`config.mk`:
```
export PLATFORM = sky130hd
export DESIGN_NAME = mipsCore
export DESIGN_NICKNAME = d
export VERILOG_FILES = /design/src/mipsPkg.sv /design/src/aluExecute.sv /design/src/instDecode.sv /design/src/mipsCore.sv /design/src/pcNext.sv /design/src/regFile.sv /design/src/resultStage.sv
export VERILOG_INCLUDE_DIRS = /design/src /design/src/src
export SDC_FILE = /design/constraint.sdc
export NUM_CORES = 2
export LEC_CHECK = 0
export BUFFER_PORTS_ARGS = -buffer_cell sky130_fd_sc_hd__buf_4
export CORE_MARGIN = 4
export CORE_UTILIZATION = 25
export DETAILED_ROUTE_END_ITERATION = 8
export PLACE_DENSITY = 0.38
export RECOVER_POWER = 50
export SYNTH_ARGS = -nofsm -noshare
export SYNTH_HDL_FRONTEND = slang
export SYNTH_HIERARCHICAL = 1
export SYNTH_SLANG_ARGS = --single-unit
```
`constraint.sdc`:
```
create_clock -name clk -period 11.6 [get_ports clk]
set_input_delay 1.74 -clock clk [delete_from_list [all_inputs] [get_ports clk]]
set_output_delay 1.74 -clock clk [all_outputs]
set_load 0.03 [all_outputs]
```
`src/mipsCore_defines.svh`:
```
`ifndef MIPSCORE_DEFINES_SVH
`define MIPSCORE_DEFINES_SVH

// widths
`define XLEN     32
`define DMEM_AW  7
`define RAW      5
`define LINK_REG 5'd31

// ======================================================================
// opcodes
`define OP_RTYPE 6'b000000
`define OP_LW    6'b100011
`define OP_SW    6'b101011
`define OP_BEQ   6'b000100
`define OP_J     6'b000010
`define OP_JAL   6'b000011

// function codes, R-format only
`define FN_ADD   6'b100000
`define FN_SUB   6'b100010
`define FN_AND   6'b100100
`define FN_OR    6'b100101
`define FN_SLT   6'b101010
`define FN_JR    6'b001000

// alu control codes
`define ALU_ADD  4'b0010
`define ALU_SUB  4'b0110
`define ALU_AND  4'b0000
`define ALU_OR   4'b0001
`define ALU_SLT  4'b0111
`define ALU_NOP  4'b1111

`endif

```
`src/mipsPkg.sv`:
```
`include "mipsCore_defines.svh"

package mipsPkg;

  // ======================================================================
  // instruction word views

  // register-register layout
  typedef struct packed {
    logic [5:0]      opcode;
    logic [`RAW-1:0] rs;
    logic [`RAW-1:0] rt;
    logic [`RAW-1:0] rd;
    logic [4:0]      shamt;
    logic [5:0]      funct;
  } rFormat_s;

  // immediate layout
  // low 26 bits double as the jump target field
  typedef struct packed {
    logic [5:0]      opcode;
    logic [`RAW-1:0] rs;
    logic [`RAW-1:0] rt;
    logic [15:0]     imm;
  } iFormat_s;

  // same 32 bits, read either way
  typedef union packed {
    rFormat_s rFormat;
    iFormat_s iFormat;
  } instWord_u;

endpackage

```
`src/aluExecute.sv`:
```
`include "mipsCore_defines.svh"

module aluExecute (
  input  mipsPkg::instWord_u inst,
  input  logic [`XLEN-1:0]   rdData1,
  input  logic [`XLEN-1:0]   rdData2,
  input  logic               aluSrc,
  input  logic [3:0]         aluCtrl,
  output logic [`XLEN-1:0]   aluResult,
  output logic               aluZero
);

  logic [`XLEN-1:0] immExt;
  logic [`XLEN-1:0] opB;

  // sign extend the 16 bit immediate
  assign immExt = {{(`XLEN-16){inst.iFormat.imm[15]}}, inst.iFormat.imm};

  // immediate for lw/sw, register otherwise
  assign opB = aluSrc ? immExt : rdData2;

  // ======================================================================
  // alu
  always_comb begin
    case (aluCtrl)
      `ALU_ADD: aluResult = rdData1 + opB;
      `ALU_SUB: aluResult = rdData1 - opB;
      `ALU_AND: aluResult = rdData1 & opB;
      `ALU_OR:  aluResult = rdData1 | opB;
      // unsigned compare
      `ALU_SLT: aluResult = {{(`XLEN-1){1'b0}}, (rdData1 < opB)};
      default:  aluResult = '0;
    endcase
  end

  // zero flag only meaningful for subtract (beq)
  assign aluZero = (aluCtrl == `ALU_SUB) && (aluResult == '0);

endmodule

```
`src/instDecode.sv`:
```
`include "mipsCore_defines.svh"

module instDecode (
  input  mipsPkg::instWord_u inst,
  output logic               regDst,
  output logic               aluSrc,
  output logic               memToReg,
  output logic               regWrite,
  output logic               memWrite,
  output logic               memAccess,
  output logic               branch,
  output logic               jump,
  output logic               jal,
  output logic               jr,
  output logic [3:0]         aluCtrl
);

  logic [5:0] opcode;
  logic [5:0] funct;
  logic       isRtype;
  logic       isLw;
  logic       isSw;
  logic       isBeq;
  logic       isJ;
  logic       isJal;

  // opcode from the I view, funct from the R view
  assign opcode = inst.iFormat.opcode;
  assign funct  = inst.rFormat.funct;

  assign isRtype = (opcode == `OP_RTYPE);
  assign isLw    = (opcode == `OP_LW);
  assign isSw    = (opcode == `OP_SW);
  assign isBeq   = (opcode == `OP_BEQ);
  assign isJ     = (opcode == `OP_J);
  assign isJal   = (opcode == `OP_JAL);

  // ======================================================================
  // datapath controls
  assign regDst    = isRtype;
  assign aluSrc    = isLw | isSw;
  assign memToReg  = isLw;
  assign memWrite  = isSw;
  assign memAccess = isLw | isSw;
  assign branch    = isBeq;
  assign jump      = isJ | isJal;
  assign jal       = isJal;
  assign jr        = isRtype & (funct == `FN_JR);

  // only R-format, lw and jal write back; jr is excluded
  assign regWrite  = (isRtype & ~jr) | isLw | isJal;

  // ======================================================================
  // alu control
  always_comb begin
    aluCtrl = `ALU_NOP;
    if (isLw || isSw) begin
      // address forming
      aluCtrl = `ALU_ADD;
    end else if (isBeq) begin
      // compare by subtract
      aluCtrl = `ALU_SUB;
    end else if (isRtype) begin
      case (funct)
        `FN_ADD: aluCtrl = `ALU_ADD;
        `FN_SUB: aluCtrl = `ALU_SUB;
        `FN_AND: aluCtrl = `ALU_AND;
        `FN_OR:  aluCtrl = `ALU_OR;
        `FN_SLT: aluCtrl = `ALU_SLT;
        // jr and unknown codes
        default: aluCtrl = `ALU_NOP;
      endcase
    end
  end

endmodule

```
`src/mipsCore.sv`:
```
`include "mipsCore_defines.svh"

module mipsCore (
  input  logic                clk,
  input  logic                rst,
  input  logic [`XLEN-1:0]    inst,
  input  logic [`XLEN-1:0]    memRdata,
  output logic [`XLEN-1:0]    instAddr,
  output logic [`XLEN-1:0]    rfWdata,
  output logic                memCen,
  output logic                memWen,
  output logic [`DMEM_AW-1:0] memAddr,
  output logic [`XLEN-1:0]    memWdata
);

  mipsPkg::instWord_u instW;

  // decode controls
  logic regDst, aluSrc, memToReg, regWrite, memWrite, memAccess;
  logic branch, jump, jal, jr;
  logic [3:0] aluCtrl;

  // datapath
  logic [`XLEN-1:0] rdData1;
  logic [`XLEN-1:0] rdData2;
  logic [`XLEN-1:0] aluResult;
  logic             aluZero;
  logic [`XLEN-1:0] pcPlus4;
  logic [`RAW-1:0]  wrAddr;

  assign instW    = inst;
  assign memWdata = rdData2;

  // ======================================================================
  // decode
  instDecode decodeInst (
    .inst(instW), .regDst(regDst), .aluSrc(aluSrc), .memToReg(memToReg),
    .regWrite(regWrite), .memWrite(memWrite), .memAccess(memAccess),
    .branch(branch), .jump(jump), .jal(jal), .jr(jr), .aluCtrl(aluCtrl)
  );

  // ======================================================================
  // execute
  regFile regFileInst (
    .clk(clk), .rst(rst), .rdAddr1(instW.rFormat.rs), .rdAddr2(instW.rFormat.rt),
    .wrEn(regWrite), .wrAddr(wrAddr), .wrData(rfWdata),
    .rdData1(rdData1), .rdData2(rdData2)
  );

  aluExecute aluInst (
    .inst(instW), .rdData1(rdData1), .rdData2(rdData2), .aluSrc(aluSrc),
    .aluCtrl(aluCtrl), .aluResult(aluResult), .aluZero(aluZero)
  );

  pcNext pcInst (
    .clk(clk), .rst(rst), .inst(instW), .branch(branch), .jump(jump), .jr(jr),
    .aluZero(aluZero), .rdData1(rdData1), .pc(instAddr), .pcPlus4(pcPlus4)
  );

  // ======================================================================
  // result, also the observed write-back value
  resultStage resultInst (
    .inst(instW), .regDst(regDst), .memToReg(memToReg), .jal(jal),
    .memAccess(memAccess), .memWrite(memWrite), .aluResult(aluResult),
    .memRdata(memRdata), .pcPlus4(pcPlus4), .wrAddr(wrAddr), .wrData(rfWdata),
    .memCen(memCen), .memWen(memWen), .memAddr(memAddr)
  );

endmodule

```
`src/pcNext.sv`:
```
`include "mipsCore_defines.svh"

module pcNext (
  input  logic               clk,
  input  logic               rst,
  input  mipsPkg::instWord_u inst,
  input  logic               branch,
  input  logic               jump,
  input  logic               jr,
  input  logic               aluZero,
  input  logic [`XLEN-1:0]   rdData1,
  output logic [`XLEN-1:0]   pc,
  output logic [`XLEN-1:0]   pcPlus4
);

  logic [`XLEN-1:0] branchTarget;
  logic [`XLEN-1:0] jumpTarget;
  logic [`XLEN-1:0] nextPc;
  logic [`XLEN-1:0] immSl2;

  assign pcPlus4 = pc + `XLEN'd4;

  // sign extended offset, word aligned
  assign immSl2 = {{(`XLEN-18){inst.iFormat.imm[15]}}, inst.iFormat.imm, 2'b00};
  assign branchTarget = pcPlus4 + immSl2;

  // region bits from pc+4, 26 bit target below
  assign jumpTarget = {pcPlus4[31:28], inst.iFormat.rs, inst.iFormat.rt,
                       inst.iFormat.imm, 2'b00};

  // ======================================================================
  // next pc, jump first, then taken beq, then jr
  always_comb begin
    if (jump) begin
      nextPc = jumpTarget;
    end else if (branch && aluZero) begin
      nextPc = branchTarget;
    end else if (jr) begin
      nextPc = rdData1;
    end else begin
      nextPc = pcPlus4;
    end
  end

  always_ff @(posedge clk or negedge rst) begin
    if (!rst) begin
      pc <= '0;
    end else begin
      pc <= nextPc;
    end
  end

endmodule

```
`src/regFile.sv`:
```
`include "mipsCore_defines.svh"

module regFile (
  input  logic              clk,
  input  logic              rst,
  input  logic [`RAW-1:0]   rdAddr1,
  input  logic [`RAW-1:0]   rdAddr2,
  input  logic              wrEn,
  input  logic [`RAW-1:0]   wrAddr,
  input  logic [`XLEN-1:0]  wrData,
  output logic [`XLEN-1:0]  rdData1,
  output logic [`XLEN-1:0]  rdData2
);

  // r0 has no storage
  logic [`XLEN-1:0] regs [1:31];

  // ======================================================================
  // write port
  always_ff @(posedge clk or negedge rst) begin
    if (!rst) begin
      for (int i = 1; i < 32; i++) begin
        regs[i] <= '0;
      end
    end else if (wrEn && (wrAddr != '0)) begin
      // writes to r0 dropped here
      regs[wrAddr] <= wrData;
    end
  end

  // ======================================================================
  // read ports, combinational
  // new data shows up the cycle after the write edge
  assign rdData1 = (rdAddr1 == '0) ? '0 : regs[rdAddr1];
  assign rdData2 = (rdAddr2 == '0) ? '0 : regs[rdAddr2];

endmodule

```
`src/resultStage.sv`:
```
`include "mipsCore_defines.svh"

module resultStage (
  input  mipsPkg::instWord_u  inst,
  input  logic                regDst,
  input  logic                memToReg,
  input  logic                jal,
  input  logic                memAccess,
  input  logic                memWrite,
  input  logic [`XLEN-1:0]    aluResult,
  input  logic [`XLEN-1:0]    memRdata,
  input  logic [`XLEN-1:0]    pcPlus4,
  output logic [`RAW-1:0]     wrAddr,
  output logic [`XLEN-1:0]    wrData,
  output logic                memCen,
  output logic                memWen,
  output logic [`DMEM_AW-1:0] memAddr
);

  // ======================================================================
  // write-back destination
  // jal links into r31
  assign wrAddr = jal    ? `LINK_REG :
                  regDst ? inst.rFormat.rd : inst.rFormat.rt;

  // write-back value
  assign wrData = jal      ? pcPlus4  :
                  memToReg ? memRdata : aluResult;

  // ======================================================================
  // data memory side, active low strobes
  assign memCen = ~memAccess;
  assign memWen = ~memWrite;

  // byte address to word address
  assign memAddr = aluResult[`DMEM_AW+1:2];

endmodule
```
==> results.cfg <==
[sta]
finalCritPeriodShare_pct = 92.9
clock.fmax_mhz = 92.8
setup_tns_ns = 0
setup_viol = 0
slew_violations = 779
worst_pin_slew_ns = 5.02
fin_crit_ns = 10.78
rsz0062_at_grt = no
skew_ns = 0.0792
hold_viol_final = 0
relSlewSlack_pct = -234

[floorplanning]
pin_count = 171
rows = 184
dieArea_sq_um = 262000
die_w_microns = 512
core_sq_um = 252000
start_util_pct = 25.2
chipHeight_microns = 512

[place]
place_hpwl_microns = 182000
placed_cell_area_sq_um = 68700
dp_cells = 8323
gp_congestion = 0.930
port_buffers = 170

[synth]
synth_cells = 5116
syn_area_per_cell_sq_um = 12.4
yosys_warnings = 6
ys.flop_type = dfrtp_1
synthTopCellsByCount = dfrtp_1, mux2_2, mux4_2
yosys-top-cells-area = dfrtp_1, mux2_2, mux4_2
syn_nets = 5322
syn_area_sq_um = 63500
yosysMostFrequentCell = dfrtp_1
synth_seq_cells = 1024
synth_cell_types = 104
synthArstFlopShare_pct = 100
netlist.top_cell.by_area = dfrtp_1
synth_edf_count = 0
synth_top_area_share_pct = 40.4
yosysSeqAreaShare_pct = 40.4

[clock_network]
clockRootBuffer = clkbuf_16
clockBufferDepth = 3
cts_resized = 0
cts_tree = done
cts_max_level = 3
clock-sinks = 1024
clock_latency_ns = 0.83
numCtsBuffers = 120
ctsHoldBuffers = 0
clk_pin_slew_worst_paths_ns = 0.06
cts_setup_buffers = 0

[layout]
instances_no_fill = 8550
layout-drive-gt1-share_pct = 38.8
syn_to_final_growth_pct = 14.2
nets = 5303
fillers = 25800
fin_area_sq_um = 72400
final_core_util_pct = 28.7

[outcome]
status = complete, but fails checks
violations = capacitance limit, slew limit

[critical_path]
endpoint = rfWdata[31]
worstPathRequired_ns = 9.86
cp_num_buf_inv = 4
path_max_fanout = 27
crit_type = in -> out
crit_chain = buf_4, or2_2, buf_4, o22ai_1, nor4_1, a21oi_1, ha_1, inv_1, a21oi_1, o2111ai_1, nor4_1, o31ai_1, a2111o_1, and3_1, a211oi_1, o32a_1, a31o_2, mux2i_1, o21ai_2, buf_4
setup.worst_path.start = inst[18]
worst-path-stages = 20
critPathLaunchType = input port
r2r_cells = 22
cp_top_family = simple AND/OR/NAND/NOR gates
crit_path_frequent_cell = buf_4
crit_slowest_cell = nor4_1
rrSetupSlack_ns = 4.10
max_stage_delay_ns = 1.20
rr_endpoint = pcInst/pc[17]
r2r-start = regFileInst/regs[679]
critPathArrivalTime_ns = 9.04
cp-end-kind = primary output

[drt]
post-route-drc-count = 0
num_vias = 46400
ant_nets = 0
dr.pass1.iters = 6
routed_via_density = 5.43
wire_per_inst_microns = 32.7
wl_microns = 279000
first_iter_violations = 3761

[worst_hold_path]
hp-class = reg -> reg
hold_depth = 1

[global_routing]
antenna_found_initial = 25
grt_max_degree = 152
grt_pass1_wl_microns = 391000
overflow = 0
grt_pass1_vias = 47400
grt_usage_pct = 20.7

[power]
combPwrFrac_pct = 19.1
pwr-share-seq_pct = 39.5
clock_power_share_pct = 41.3
p_int_mw = 6.46
swShare_pct = 32.0
peakVddDrop_mv = 0.123
p_leak_nw = 32.3
switching_power_mw = 3.04
powerDensity_nw_per_um2 = 131

[flow_run]
maxCapViolCount = 10
-- worst reg2reg max path: stages, from the launching register on --
cell and delay (ns):
dfrtp_1 0.40, mux2i_1 0.26, o22ai_1 0.12, a2111oi_0 0.95, nor4_1 0.15, mux2i_1 0.37
ha_1 0.48, nor2_1 0.43, nand2_1 0.10, o211ai_1 0.33, a41oi_1 0.29, o21ai_0 0.67
a21o_1 0.24, xor2_1 0.22, o221ai_1 0.23, nor4_2 0.46, nand4_1 0.22, nor4bb_2 0.32
and2_2 0.48, buf_12 0.23, nor2_1 0.07, a211oi_1 0.24, a21oi_1 0.07
-- flip-flops by register name, summed over array words and instances, names as in the netlist --
name / cells
regFileInst/regs: 992
pcInst/pc: 32
-- power groups by stage --
stage / Clock, mW / Sequential (mW) / Combinational (mW)
2_1_floorplan: 0 / 3.85 / 1.04
3_3_place_gp: 0 / 3.82 / 1.85
3_5_place_dp: 0 / 3.82 / 1.84
4_1_cts: 4.07 / 3.75 / 1.85
5_1_grt: 4.19 / 3.76 / 1.95
6_report: 3.93 / 3.76 / 1.82
-- layout by cell type (no fill, tap or decap), types with 68 or more instances in the layout --
| cell type | synthesis | layout |
|---|---|---|
| mux2i_1 | 339 | 339 |
| dfrtp_1 | 1024 | 1024 |
| o21ai_0 | 70 | 68 |
| clkbuf_1 | 228 | 75 |
| ha_1 | 137 | 137 |
| a211oi_1 | 96 | 96 |
| nor2_1 | 182 | 168 |
| clkbuf_16 | 0 | 120 |
| a21oi_1 | 149 | 148 |
| nand3_1 | 77 | 74 |
| mux2_2 | 1023 | 1023 |
| o22ai_1 | 114 | 114 |
| nand2_1 | 160 | 143 |
| inv_1 | 142 | 141 |
| buf_4 | 40 | 281 |
| mux4_2 | 373 | 373 |
-- cell type report --
class | count | area, sq um | area share [%]
multi-input combinational | 3464 | 35500 | 49.0
sequential | 1024 | 25600 | 35.4
tap | 3348 | 4190 | 5.78
clock buffer | 185 | 3530 | 4.87
timing repair buffer | 342 | 2600 | 3.59
inverter | 145 | 544 | 0.751
clock inverter | 36 | 469 | 0.648
antenna | 6 | 15.0 | 0.0207
-- cells by family (layout without fill, tap and decap cells) --
kind of cell | Yosys count | count (layout) | synth area share (%)
xor gates and xnor gates | 63 | 63 | 0.881
adders and majority gates | 140 | 140 | 2.80
and+or+nand+nor | 737 | 737 | 5.98
buffers and inverters | 628 | 708 | 4.51
AOI/OAI and AO/OA | 774 | 774 | 8.46
muxes | 1750 | 1750 | 37.0
other | 0 | 6 | 0
DFF | 1024 | 1024 | 40.4
-- metrics by stage --
step           hold WS, ns  setup slack [ns]  power (mW)
2_1_floorplan        0.471              2.40        4.89
3_3_place_gp         0.487              1.20        5.67
3_5_place_dp         0.496              1.15        5.66
4_1_cts              0.510              1.12        9.67
5_1_grt              0.530             0.355        9.90
6_report             0.507             0.822        9.50
-- per-layer routing --
layer	up-vias	GRT usage, %	wire length (microns)
li1	19400	-	-
met5	-	0	27
met1	25200	29.4	129000
met2	1404	33.2	130000
met3	305	2.89	14100
met4	4	5.03	6650
-- worst min path at each step --
stage                           from                    end  slack, ns
2_1_floorplan  regFileInst/regs[773]  regFileInst/regs[773]       0.47
3_3_place_gp    regFileInst/regs[98]   regFileInst/regs[98]       0.49
3_5_place_dp    regFileInst/regs[98]   regFileInst/regs[98]       0.50
4_1_cts         regFileInst/regs[98]   regFileInst/regs[98]       0.51
5_1_grt         regFileInst/regs[99]   regFileInst/regs[99]       0.53
6_report        regFileInst/regs[98]   regFileInst/regs[98]       0.51
Power figures use the tool's default switching activity.
